<file path="config.mk">
export PLATFORM = sky130hd
export DESIGN_NAME = fe_top
export DESIGN_NICKNAME = d
export VERILOG_FILES = /design/src/hdl/fe_pkg.sv /design/src/hdl/fe_cfg_regs.sv /design/src/hdl/fe_stall_ctrl.sv /design/src/hdl/fe_spec_tracker.sv /design/src/hdl/fe_pc_gen.sv /design/src/hdl/fe_top.sv
export VERILOG_INCLUDE_DIRS = /design/src /design/src/hdl
export SDC_FILE = /design/constraint.sdc
export NUM_CORES = 1
export LEC_CHECK = 0
export BUFFER_PORTS_ARGS = -buffer_cell sky130_fd_sc_hd__buf_2
export CORE_ASPECT_RATIO = 0.75
export CORE_MARGIN = 1.5
export CORE_UTILIZATION = 47
export DETAILED_ROUTE_END_ITERATION = 10
export PLACE_DENSITY = 0.88
export RECOVER_POWER = 100
export SYNTH_ARGS = -nofsm -noshare
export SYNTH_HDL_FRONTEND = slang
export SYNTH_SLANG_ARGS = --single-unit
export TNS_END_PERCENT = 20
</file>
<file path="constraint.sdc">
create_clock -name clk -period 6.6 [get_ports clk]
set_clock_uncertainty 0.15 [all_clocks]
set_input_delay 1.98 -clock clk [delete_from_list [all_inputs] [get_ports clk]]
set_output_delay 1.98 -clock clk [all_outputs]
set_load 0.02 [all_outputs]
</file>
<file path="src/hdl/fe_settings.svh">
`ifndef FE_SETTINGS_SVH
`define FE_SETTINGS_SVH

// width of pc and instruction memory addresses
`define FE_ADDR_W 32

// first fetch address after reset
`define FE_RESET_VEC 32'h0000_0200

// misprediction counter width, saturates at all ones
`define FE_CNT_W 16

`endif

</file>
<file path="src/hdl/fe_pkg.sv">
`default_nettype none

`include "fe_settings.svh"

package fe_pkg;

    // pc and address values across the fetch unit
    typedef logic [`FE_ADDR_W-1:0] addr_t;

    typedef enum logic {
        B_NT = 1'b0,
        B_T  = 1'b1
    } branch_t;

    // next pc source
    typedef enum logic [1:0] {
        PC_SEL_PC   = 2'd0,  // hold current pc
        PC_SEL_INC4 = 2'd1,
        PC_SEL_ALU  = 2'd2,
        PC_SEL_BP   = 2'd3
    } pc_sel_t;

    // controls for the pc register and the decode stage
    typedef struct packed {
        pc_sel_t pc_sel;
        logic    pc_we;
        logic    bubble_dec;
        // take pc+4 from the checkpoint instead of the current pc
        logic    use_cp;
    } fe_ctrl_t;

    typedef struct packed {
        logic enter;
        logic resolve;
        logic wrong;
    } spec_t;

    typedef struct packed {
        logic  valid;
        addr_t addr;
    } imem_req_t;

    typedef struct packed {
        logic valid;
    } imem_rsp_t;

    // addr 0 is the prediction enable, addr 1 the misprediction counter
    typedef struct packed {
        logic                 we;
        logic                 addr;
        logic [`FE_CNT_W-1:0] data;
    } cfg_wr_t;

endpackage

`default_nettype wire

</file>
<file path="src/hdl/fe_cfg_regs.sv">
`default_nettype none

`include "fe_settings.svh"

module fe_cfg_regs
    import fe_pkg::*;
(
    input  logic                 clk,
    input  logic                 rst,
    input  cfg_wr_t              cfg_wr,
    input  logic                 rd_addr,
    input  logic                 mispredict,
    output logic                 bp_en,
    output logic [`FE_CNT_W-1:0] rd_data
);

    logic [`FE_CNT_W-1:0] mp_cnt;

    // prediction is off until software turns it on
    always_ff @(posedge clk) begin
        if (rst) begin
            bp_en <= 1'b0;
        end else if (cfg_wr.we && !cfg_wr.addr) begin
            bp_en <= cfg_wr.data[0];
        end
    end

    // any write to addr 1 clears the count, whatever the data
    always_ff @(posedge clk) begin
        if (rst) begin
            mp_cnt <= '0;
        end else if (cfg_wr.we && cfg_wr.addr) begin
            mp_cnt <= '0;
        end else if (mispredict && (mp_cnt != '1)) begin
            mp_cnt <= mp_cnt + 1'b1;
        end
    end

    assign rd_data = rd_addr ? mp_cnt : {{(`FE_CNT_W-1){1'b0}}, bp_en};

endmodule

`default_nettype wire

</file>
<file path="src/hdl/fe_stall_ctrl.sv">
`default_nettype none

module fe_stall_ctrl
    import fe_pkg::*;
(
    input  logic     clk,
    input  logic     rst,
    input  logic     imem_req_ready,
    input  logic     imem_rsp_valid,
    input  addr_t    pc_dec,
    input  addr_t    pc_exe,
    input  logic     branch_inst_dec,
    input  logic     jump_inst_dec,
    input  logic     branch_inst_exe,
    input  logic     jump_inst_exe,
    input  branch_t  bp_pred,
    input  branch_t  branch_resolution,
    input  logic     dc_stalled,
    input  logic     load_hazard_stall,
    input  logic     bp_en,
    input  spec_t    spec,
    input  fe_ctrl_t decoded_fe_ctrl,
    output fe_ctrl_t fe_ctrl,
    output logic     imem_req_valid,
    output logic     imem_rsp_ready,
    output logic     move_past_dec_stall
);

    typedef enum logic [2:0] {
        RST,
        STEADY,
        STALL_FLOW,
        STALL_FE_IC,
        STALL_BE_DC
    } state_t;

    typedef enum logic [1:0] {
        STALL_NONE,
        STALL_BRANCH,
        STALL_JUMP
    } stall_kind_t;

    typedef struct packed {
        stall_kind_t kind;
        addr_t       pc;
    } stall_entry_t;

    typedef struct packed {
        logic flow;
        logic icache;
        logic dcache;
    } stall_src_t;

    // everything the fetch side drives in one cycle
    typedef struct packed {
        fe_ctrl_t ctrl;
        logic     req_valid;
        logic     rsp_ready;
    } fe_out_t;

    function automatic fe_out_t mk_out(pc_sel_t sel, logic we, logic bubble,
                                       logic req, logic rsp);
        return '{ctrl: '{pc_sel: sel, pc_we: we, bubble_dec: bubble, use_cp: 1'b0},
                 req_valid: req, rsp_ready: rsp};
    endfunction

    state_t       state, nx_state;
    stall_entry_t stalled;
    stall_src_t   act;
    logic         res_flow;
    logic         branch_taken, flow_changed;
    logic         save_entry, clear_entry;
    fe_ctrl_t     dec_ctrl_q;
    fe_out_t      ctl_out, stop_out, enter_out, redirect_out;

    assign branch_taken = branch_inst_exe && (branch_resolution == B_T);
    assign flow_changed = (stalled.kind == STALL_JUMP) ? jump_inst_exe : branch_taken;

    // with prediction on, branches go through the speculation tracker
    assign act.flow   = jump_inst_dec || (branch_inst_dec && !bp_en);
    assign act.icache = !imem_req_ready;
    assign act.dcache = dc_stalled;

    // the stalled instruction reached execute and can be resolved there
    assign res_flow = (stalled.pc == pc_exe) && (pc_exe != '0)
                      && !load_hazard_stall && !dc_stalled;

    assign stop_out  = mk_out(PC_SEL_PC, 1'b0, 1'b0, 1'b0, 1'b0);
    assign enter_out = mk_out((bp_pred == B_T) ? PC_SEL_BP : PC_SEL_INC4,
                              1'b1, 1'b0, 1'b1, 1'b1);

    // restart after the mispredicted branch, flushing decode
    always_comb begin
        redirect_out = mk_out(branch_taken ? PC_SEL_ALU : PC_SEL_INC4,
                              1'b1, 1'b1, 1'b1, 1'b1);
        redirect_out.ctrl.use_cp = 1'b1;
    end

    always_comb begin
        nx_state = state;
        save_entry = 1'b0;
        clear_entry = 1'b0;
        case (state)
            RST: begin
                // first request goes out as soon as imem takes it
                if (imem_req_ready) nx_state = STALL_FE_IC;
            end
            STEADY: begin
                clear_entry = 1'b1;
                if (act.dcache) begin
                    nx_state = STALL_BE_DC;
                end else if (act.flow) begin
                    save_entry = 1'b1;
                    nx_state = STALL_FLOW;
                end else if (act.icache) begin
                    nx_state = STALL_FE_IC;
                end
                if (spec.wrong) nx_state = STEADY;
            end
            STALL_FLOW: begin
                if (spec.wrong) begin
                    nx_state = STEADY;
                end else if (res_flow) begin
                    nx_state = act.icache ? STALL_FE_IC : STEADY;
                end
            end
            STALL_FE_IC: begin
                if (spec.wrong) begin
                    nx_state = STEADY;
                end else if (imem_rsp_valid) begin
                    if (act.dcache) begin
                        nx_state = STALL_BE_DC;
                    end else if (act.flow) begin
                        save_entry = 1'b1;
                        nx_state = STALL_FLOW;
                    end else begin
                        nx_state = STEADY;
                    end
                end
            end
            STALL_BE_DC: begin
                if (!act.dcache) begin
                    if (act.flow) begin
                        save_entry = 1'b1;
                        nx_state = STALL_FLOW;
                    end else if (act.icache) begin
                        nx_state = STALL_FE_IC;
                    end else begin
                        nx_state = STEADY;
                    end
                end
            end
            default: nx_state = RST;
        endcase
    end

    always_comb begin
        ctl_out = mk_out(dec_ctrl_q.pc_sel, dec_ctrl_q.pc_we, 1'b0, 1'b0, 1'b0);
        move_past_dec_stall = 1'b0;
        case (state)
            RST: ctl_out = mk_out(PC_SEL_PC, 1'b0, 1'b1, 1'b1, 1'b1);
            STEADY: begin
                ctl_out = mk_out(decoded_fe_ctrl.pc_sel, decoded_fe_ctrl.pc_we,
                                 1'b0, 1'b1, 1'b1);
                if (act.dcache || act.flow) begin
                    ctl_out = stop_out;
                end else if (act.icache) begin
                    ctl_out = mk_out(PC_SEL_PC, 1'b0, 1'b1, 1'b0, 1'b1);
                end else if (spec.enter) begin
                    ctl_out = enter_out;
                end
                if (spec.wrong) ctl_out = redirect_out;
            end
            STALL_FLOW: begin
                ctl_out.ctrl.pc_we = 1'b0;
                ctl_out.ctrl.bubble_dec = 1'b1;
                if (spec.wrong) begin
                    ctl_out = redirect_out;
                end else if (res_flow) begin
                    ctl_out = mk_out(flow_changed ? PC_SEL_ALU : PC_SEL_INC4,
                                     1'b1, 1'b1, 1'b1, 1'b1);
                    move_past_dec_stall = 1'b1;
                end
            end
            STALL_FE_IC: begin
                // wait for the instruction, keep decode empty
                ctl_out = mk_out(PC_SEL_PC, 1'b0, 1'b1, 1'b0, 1'b1);
                if (imem_rsp_valid) begin
                    if (act.dcache || act.flow) begin
                        ctl_out = stop_out;
                    end else if (spec.enter) begin
                        ctl_out = enter_out;
                    end else begin
                        ctl_out = mk_out(dec_ctrl_q.pc_sel, 1'b1, 1'b0, 1'b1, 1'b1);
                    end
                end
                if (spec.wrong) ctl_out = redirect_out;
            end
            STALL_BE_DC: begin
                ctl_out.ctrl.pc_we = 1'b0;
                if (!act.dcache) begin
                    if (act.icache) begin
                        ctl_out = mk_out(PC_SEL_PC, 1'b0, 1'b1, 1'b0, 1'b1);
                    end else if (act.flow) begin
                        ctl_out = stop_out;
                    end else if (spec.wrong) begin
                        ctl_out = redirect_out;
                    end else if (spec.enter) begin
                        ctl_out = enter_out;
                    end else begin
                        ctl_out = mk_out(dec_ctrl_q.pc_sel, 1'b1, 1'b0, 1'b1, 1'b1);
                    end
                end
            end
            default: ;
        endcase
    end

    assign fe_ctrl = ctl_out.ctrl;
    assign imem_req_valid = ctl_out.req_valid;
    assign imem_rsp_ready = ctl_out.rsp_ready;

    always_ff @(posedge clk) begin
        if (rst) begin
            state <= RST;
            dec_ctrl_q <= '{pc_sel: PC_SEL_PC, pc_we: 1'b0, bubble_dec: 1'b1, use_cp: 1'b0};
        end else begin
            state <= nx_state;
            dec_ctrl_q <= decoded_fe_ctrl;
        end
    end

    // save wins when both fire in the same cycle
    always_ff @(posedge clk) begin
        if (rst) begin
            stalled <= '{kind: STALL_NONE, pc: '0};
        end else if (save_entry) begin
            stalled <= '{kind: branch_inst_dec ? STALL_BRANCH : STALL_JUMP, pc: pc_dec};
        end else if (clear_entry) begin
            stalled <= '{kind: STALL_NONE, pc: '0};
        end
    end

endmodule

`default_nettype wire

</file>
<file path="src/hdl/fe_spec_tracker.sv">
`default_nettype none

module fe_spec_tracker
    import fe_pkg::*;
(
    input  logic    clk,
    input  logic    rst,
    input  logic    bp_en,
    input  addr_t   pc_dec,
    input  addr_t   pc_exe,
    input  logic    branch_inst_dec,
    input  branch_t bp_pred,
    input  branch_t branch_resolution,
    input  logic    dc_stalled,
    input  logic    load_hazard_stall,
    output spec_t   spec,
    output logic    bp_hit,
    output addr_t   pc_cp
);

    typedef enum logic {
        NS_E,   // non-speculative
        SPEC_E
    } exec_state_t;

    typedef struct packed {
        addr_t   pc;
        branch_t b_tnt;
    } spec_entry_t;

    exec_state_t state, nx_state;
    spec_entry_t entry;
    logic        active, dec_ok;

    assign active = bp_en && (state == SPEC_E);
    // nothing moves through decode or execute while either is held
    assign dec_ok = bp_en && branch_inst_dec && !dc_stalled && !load_hazard_stall;

    assign spec.resolve = active && (entry.pc == pc_exe) && (pc_exe != '0)
                          && !dc_stalled && !load_hazard_stall;
    assign bp_hit = spec.resolve && (entry.b_tnt == branch_resolution);
    assign spec.wrong = spec.resolve && !bp_hit;

    // one branch in flight, the slot frees on a correct resolve
    assign spec.enter = dec_ok && (!active || bp_hit);

    assign pc_cp = active ? entry.pc : '0;

    always_comb begin
        nx_state = state;
        case (state)
            NS_E: begin
                if (spec.enter) nx_state = SPEC_E;
            end
            SPEC_E: begin
                // a hit with another branch in decode stays speculative
                if (!bp_en || (spec.resolve && !spec.enter)) nx_state = NS_E;
            end
            default: nx_state = NS_E;
        endcase
    end

    always_ff @(posedge clk) begin
        if (rst) state <= NS_E;
        else state <= nx_state;
    end

    always_ff @(posedge clk) begin
        if (spec.enter) entry <= '{pc: pc_dec, b_tnt: bp_pred};
    end

endmodule

`default_nettype wire

</file>
<file path="src/hdl/fe_pc_gen.sv">
`default_nettype none

`include "fe_settings.svh"

module fe_pc_gen
    import fe_pkg::*;
(
    input  logic     clk,
    input  logic     rst,
    input  fe_ctrl_t fe_ctrl,
    input  addr_t    alu_target,
    input  addr_t    bp_target,
    input  addr_t    pc_cp,
    output addr_t    pc
);

    addr_t inc_base;
    addr_t pc_nx;

    // recovery continues after the mispredicted branch
    assign inc_base = fe_ctrl.use_cp ? pc_cp : pc;

    always_comb begin
        case (fe_ctrl.pc_sel)
            PC_SEL_PC:   pc_nx = pc;
            PC_SEL_INC4: pc_nx = inc_base + addr_t'(4);
            PC_SEL_ALU:  pc_nx = alu_target;
            PC_SEL_BP:   pc_nx = bp_target;
            default:     pc_nx = pc;
        endcase
    end

    always_ff @(posedge clk) begin
        if (rst) begin
            pc <= `FE_RESET_VEC;
        end else if (fe_ctrl.pc_we) begin
            pc <= pc_nx;
        end
    end

endmodule

`default_nettype wire

</file>
<file path="src/hdl/fe_top.sv">
`default_nettype none

`include "fe_settings.svh"

module fe_top
    import fe_pkg::*;
(
    input  logic                 clk,
    input  logic                 rst,
    // decode stage
    input  addr_t                pc_dec,
    input  logic                 branch_inst_dec,
    input  logic                 jump_inst_dec,
    input  branch_t              bp_pred,
    input  addr_t                bp_target,
    input  fe_ctrl_t             decoded_fe_ctrl,
    // execute stage
    input  addr_t                pc_exe,
    input  logic                 branch_inst_exe,
    input  logic                 jump_inst_exe,
    input  branch_t              branch_resolution,
    input  addr_t                alu_target,
    // back end
    input  logic                 dc_stalled,
    input  logic                 load_hazard_stall,
    // instruction memory
    output imem_req_t            imem_req,
    input  logic                 imem_req_ready,
    input  imem_rsp_t            imem_rsp,
    output logic                 imem_rsp_ready,
    // configuration
    input  cfg_wr_t              cfg_wr,
    input  logic                 rd_addr,
    output logic [`FE_CNT_W-1:0] rd_data,
    // status
    output fe_ctrl_t             fe_ctrl,
    output logic                 bp_hit,
    output addr_t                pc_cp,
    output logic                 move_past_dec_stall
);

    logic  bp_en;
    logic  req_valid;
    spec_t spec;
    addr_t pc;

    fe_cfg_regs u_cfg_regs (
        .clk        (clk),
        .rst        (rst),
        .cfg_wr     (cfg_wr),
        .rd_addr    (rd_addr),
        .mispredict (spec.wrong),
        .bp_en      (bp_en),
        .rd_data    (rd_data)
    );

    fe_stall_ctrl u_stall_ctrl (
        .clk                 (clk),
        .rst                 (rst),
        .imem_req_ready      (imem_req_ready),
        .imem_rsp_valid      (imem_rsp.valid),
        .pc_dec              (pc_dec),
        .pc_exe              (pc_exe),
        .branch_inst_dec     (branch_inst_dec),
        .jump_inst_dec       (jump_inst_dec),
        .branch_inst_exe     (branch_inst_exe),
        .jump_inst_exe       (jump_inst_exe),
        .bp_pred             (bp_pred),
        .branch_resolution   (branch_resolution),
        .dc_stalled          (dc_stalled),
        .load_hazard_stall   (load_hazard_stall),
        .bp_en               (bp_en),
        .spec                (spec),
        .decoded_fe_ctrl     (decoded_fe_ctrl),
        .fe_ctrl             (fe_ctrl),
        .imem_req_valid      (req_valid),
        .imem_rsp_ready      (imem_rsp_ready),
        .move_past_dec_stall (move_past_dec_stall)
    );

    fe_spec_tracker u_spec_tracker (
        .clk               (clk),
        .rst               (rst),
        .bp_en             (bp_en),
        .pc_dec            (pc_dec),
        .pc_exe            (pc_exe),
        .branch_inst_dec   (branch_inst_dec),
        .bp_pred           (bp_pred),
        .branch_resolution (branch_resolution),
        .dc_stalled        (dc_stalled),
        .load_hazard_stall (load_hazard_stall),
        .spec              (spec),
        .bp_hit            (bp_hit),
        .pc_cp             (pc_cp)
    );

    fe_pc_gen u_pc_gen (
        .clk        (clk),
        .rst        (rst),
        .fe_ctrl    (fe_ctrl),
        .alu_target (alu_target),
        .bp_target  (bp_target),
        .pc_cp      (pc_cp),
        .pc         (pc)
    );

    // fetch always requests the current pc
    assign imem_req = '{valid: req_valid, addr: pc};

endmodule

`default_nettype wire

</file>
==> key figures <==
Synth
  • Post-Syn Instances: 1014
  • Syn Nets: 1180
  • Main flop type after synthesis: dfxtp_1
  • Post-Synth Simple-Gate Area: 28.3%
  • Synth Area in Adders: 0.307%
  • Number of synthesis warnings: 0
  • Largest family of logic cells by synthesized area: simple AND/OR/NAND/NOR gates
  • Most frequent cell after synthesis: nand2_1
  • Post-synthesis mux area share: 4.92%
  • Synth Area per Inst: 8.05 sq um
  • Sequential area share after synthesis: 34.2%
  • Register bit total from synthesis: 123
  • Number of synthesized flops with an enable pin: 33
  • Post-synth ARST share: 0%
  • Area contributors post-synth: dfxtp_1, edfxtp_1, xnor2_1
  • Leading area contributor after synthesis: dfxtp_1
  • Post-Syn Area: 8160 sq um
  • Synth unique cells: 67
  • Top cells by count, synth: nand2_1, dfxtp_1, nor2_1
  • Xor/xnor cell area share of the yosys netlist: 11.6%
  • Compound-Gate Fraction of Synth Area: 16.6%
  • Area share of the largest cell type after synthesis: 22.1%

Timing
  • Peak Freq: 154 MHz
  • Hold Vio Cnt, Final: 0
  • Final setup vio count: 0
  • Period Utilization, post-route: 98.4%
  • Count of pins over their slew limit: 57
  • Relative slew slack: -108%
  • Fin crit period: 6.50 ns
  • Transition time of the tightest slew-check pin: 3.13 ns

Critical path
  • Worst-path maximum fanout: 7
  • WS Path Type: primary input to output pin
  • Reg2reg end: u_pc_gen.pc[26]$_SDFFE_PP0P_
  • Critical path startpoint: pc_exe[19]
  • CP peak stage delay: 0.39 ns
  • Buf/Inv on CP: 4
  • Worst r2r src: u_cfg_regs.bp_en$_SDFFE_PP0P_
  • Arrival time at the worst endpoint: 4.37 ns
  • R2R Setup Slk: 1.36 ns
  • Req. time, crit path: 4.47 ns
  • Slowest stage cell, crit path: nor4_4
  • CP Cell Sequence: buf_2 > xnor2_1 > nand4_1 > nor4_4 > buf_4 > nand4_1 > a21bo_2 > a211oi_1 > o221a_2 > inv_2 > buf_2
  • Startpoint Class: primary input
  • Worst Reg2Reg Path Length in Cells: 17
  • Instance count on the critical path: 11
  • Crit path capture: fe_ctrl[4]
  • CP top delay family: compound AO/OA/AOI/OAI gates
  • CP Capture Type: output pin

Finish
  • Fin util: 59.8%
  • # nets final: 1405
  • Layout cells sized above 1: 20.3%
  • Multi-input logic area: 5080 sq um
  • Design area: 10100 sq um
  • Filler cells: 1530
  • Reg area: 2790 sq um
  • Layout area overhead: 24.1%
  • Post-route insts no fill: 1468

Detailed routing
  • Routed Wire Length: 30000 um
  • Post-route ant nets: 0
  • Pre-antenna DRT Iters: 7
  • Post-DR wirelength/cell: 20.5 um
  • DRC: 0
  • Vias: 9051
  • Drt initial violations: 1139
  • Vias per inst: 6.17

Clock network
  • CTS sink count: 123
  • Clock root cell: clkbuf_16
  • Max Root-Sink Buffers: 2
  • H-tree levels: 4
  • Post-CTS Hold Buffers: 0
  • Clk slew on worst S/H paths: 0.06 ns
  • CTS tree: done
  • Worst-Skew Late Latency: 0.42 ns
  • Num CTS Buffers: 17

Global route
  • Grt total ovfl: 0
  • Largest net degree at the start of global routing: 57
  • Antenna violations before repair: 1
  • Total GRT Usage: 33.0%
  • Number of global-route vias before repair: 8336
  • First-pass GRT wire length: 45700 um

Flow run
  • Maximum Capacitance Violations: 1

Die
  • Die Footprint: 18200 sq um
  • Core Rows: 41
  • Die H: 117 um
  • DIE WIDTH: 155 um
  • Total core area: 16900 sq um
  • I/O pin cnt: 253
  • Starting Density: 48.2%

Min path
  • Tightest Hold Check Type: register to register

Power and ir drop
  • Peak supply drop: 0.250 mV
  • Pwr Density: 235 nW/um^2
  • Pleak: 4.18 nW

Placed design
  • Post-DP HPWL: 22300 um
  • Port-buffer cells: 235
  • Routability Congestion: 0.966
  • DP Cell Count: 1434
  • Post-Place Cell Area: 9600 sq um

Outcome
  • Run status: finished, violations left
  • Failing checks: max-capacitance violations, max-slew violations
-- cells in the final DEF (no fill, tap or decap), drive strengths merged, types with 10 or more instances in the layout --
master / instances
buf: 186
nand2: 103
clkbuf: 99
dfxtp: 90
nor2: 85
a21oi: 79
nand3: 66
xnor2: 58
xor2: 50
and3: 43
o21ai: 42
nand4: 41
edfxtp: 33
mux2i: 30
nor3: 28
inv: 26
nor4: 25
and2: 23
a211oi: 20
or3: 10
-- worst min-delay path, delay by kind of cell (launching register included) --
| family | cells | cell delay [ns] |
|---|---|---|
| AOI/OAI and AO/OA | 1 | 0.06 |
| and+or+nand+nor | 1 | 0.06 |
| DFF | 1 | 0.31 |
-- layer usage --
layer | vias up | part of all wire (%) | track usage [%]
met5 | - | 0 | 0
met4 | 0 | 3.2 | 11.2
met3 | 116 | 12 | 8.84
met2 | 628 | 43 | 51.7
met1 | 4170 | 41 | 44.3
li1 | 4137 | - | -
-- timing repair --
action,in CTS,in global routing
gates resized for setup,0,4
setup buffers,0,1
setup endpoints to repair,0,2
-- how the worst min path moves through the flow --
stage | startpoint | to | cells after the start
6_report | u_stall_ctrl.stalled[32]$_SDFFE_PP0P_ | u_stall_ctrl.stalled[32]$_SDFFE_PP0P_ | 2
5_1_grt | u_stall_ctrl.stalled[32]$_SDFFE_PP0P_ | u_stall_ctrl.stalled[32]$_SDFFE_PP0P_ | 2
4_1_cts | u_stall_ctrl.stalled[32]$_SDFFE_PP0P_ | u_stall_ctrl.stalled[32]$_SDFFE_PP0P_ | 2
3_5_place_dp | u_stall_ctrl.stalled[32]$_SDFFE_PP0P_ | u_stall_ctrl.stalled[32]$_SDFFE_PP0P_ | 2
3_3_place_gp | u_stall_ctrl.stalled[32]$_SDFFE_PP0P_ | u_stall_ctrl.stalled[32]$_SDFFE_PP0P_ | 2
2_1_floorplan | u_stall_ctrl.stalled[32]$_SDFFE_PP0P_ | u_stall_ctrl.stalled[32]$_SDFFE_PP0P_ | 2
-- state kept, by name, summed over array words and instances, names as in the netlist --
signal / count
u_spec_tracker.state: 1
u_cfg_regs.mp_cnt: 16
u_stall_ctrl.stalled: 34
u_pc_gen.pc: 32
u_stall_ctrl.state: 3
u_cfg_regs.bp_en: 1
u_stall_ctrl.dec_ctrl_q: 3
u_spec_tracker.entry: 33
-- through the flow --
| step | TNS, ns | hold WS, ns | total power, mW | worst slack (ns) |
|---|---|---|---|---|
| 2_1_floorplan | 0 | 0.293 | 1.23 | 0.0526 |
| 3_3_place_gp | 0 | 0.302 | 1.41 | 0.154 |
| 3_5_place_dp | 0 | 0.317 | 1.42 | 0.116 |
| 4_1_cts | 0 | 0.325 | 2.37 | 0.0924 |
| 5_1_grt | -0.000829 | 0.348 | 2.46 | -0.000829 |
| 6_report | 0 | 0.327 | 2.38 | 0.103 |
-- where the power goes --
group	internal [mW]	switching, mW	total, mW
Sequential	0.812	0.0549	0.867
Clock	0.582	0.370	0.953
Combinational	0.194	0.364	0.558
-- cell type report --
cell class                      count  area share, %
Clock inverter                     12           1.36
Inverter                           23          0.889
Sequential cell                   123           27.6
Clock buffer                       20           4.52
Antenna cell                        1         0.0247
Tap cell                          215           2.66
Multi-Input combinational cell    809           50.1
Timing Repair Buffer              265           12.8
-- kinds of logic (layout without fill, tap and decap cells) --
family / count (synthesis) / after routing
buffers and inverters: 82 / 320
AOI/OAI and AO/OA: 209 / 209
other: 0 / 1
xor gates and xnor gates: 108 / 108
DFF: 123 / 123
muxes: 39 / 39
adders and majority gates: 2 / 2
and+or+nand+nor: 451 / 451
No activity file was read; power rests on OpenSTA's default activity.
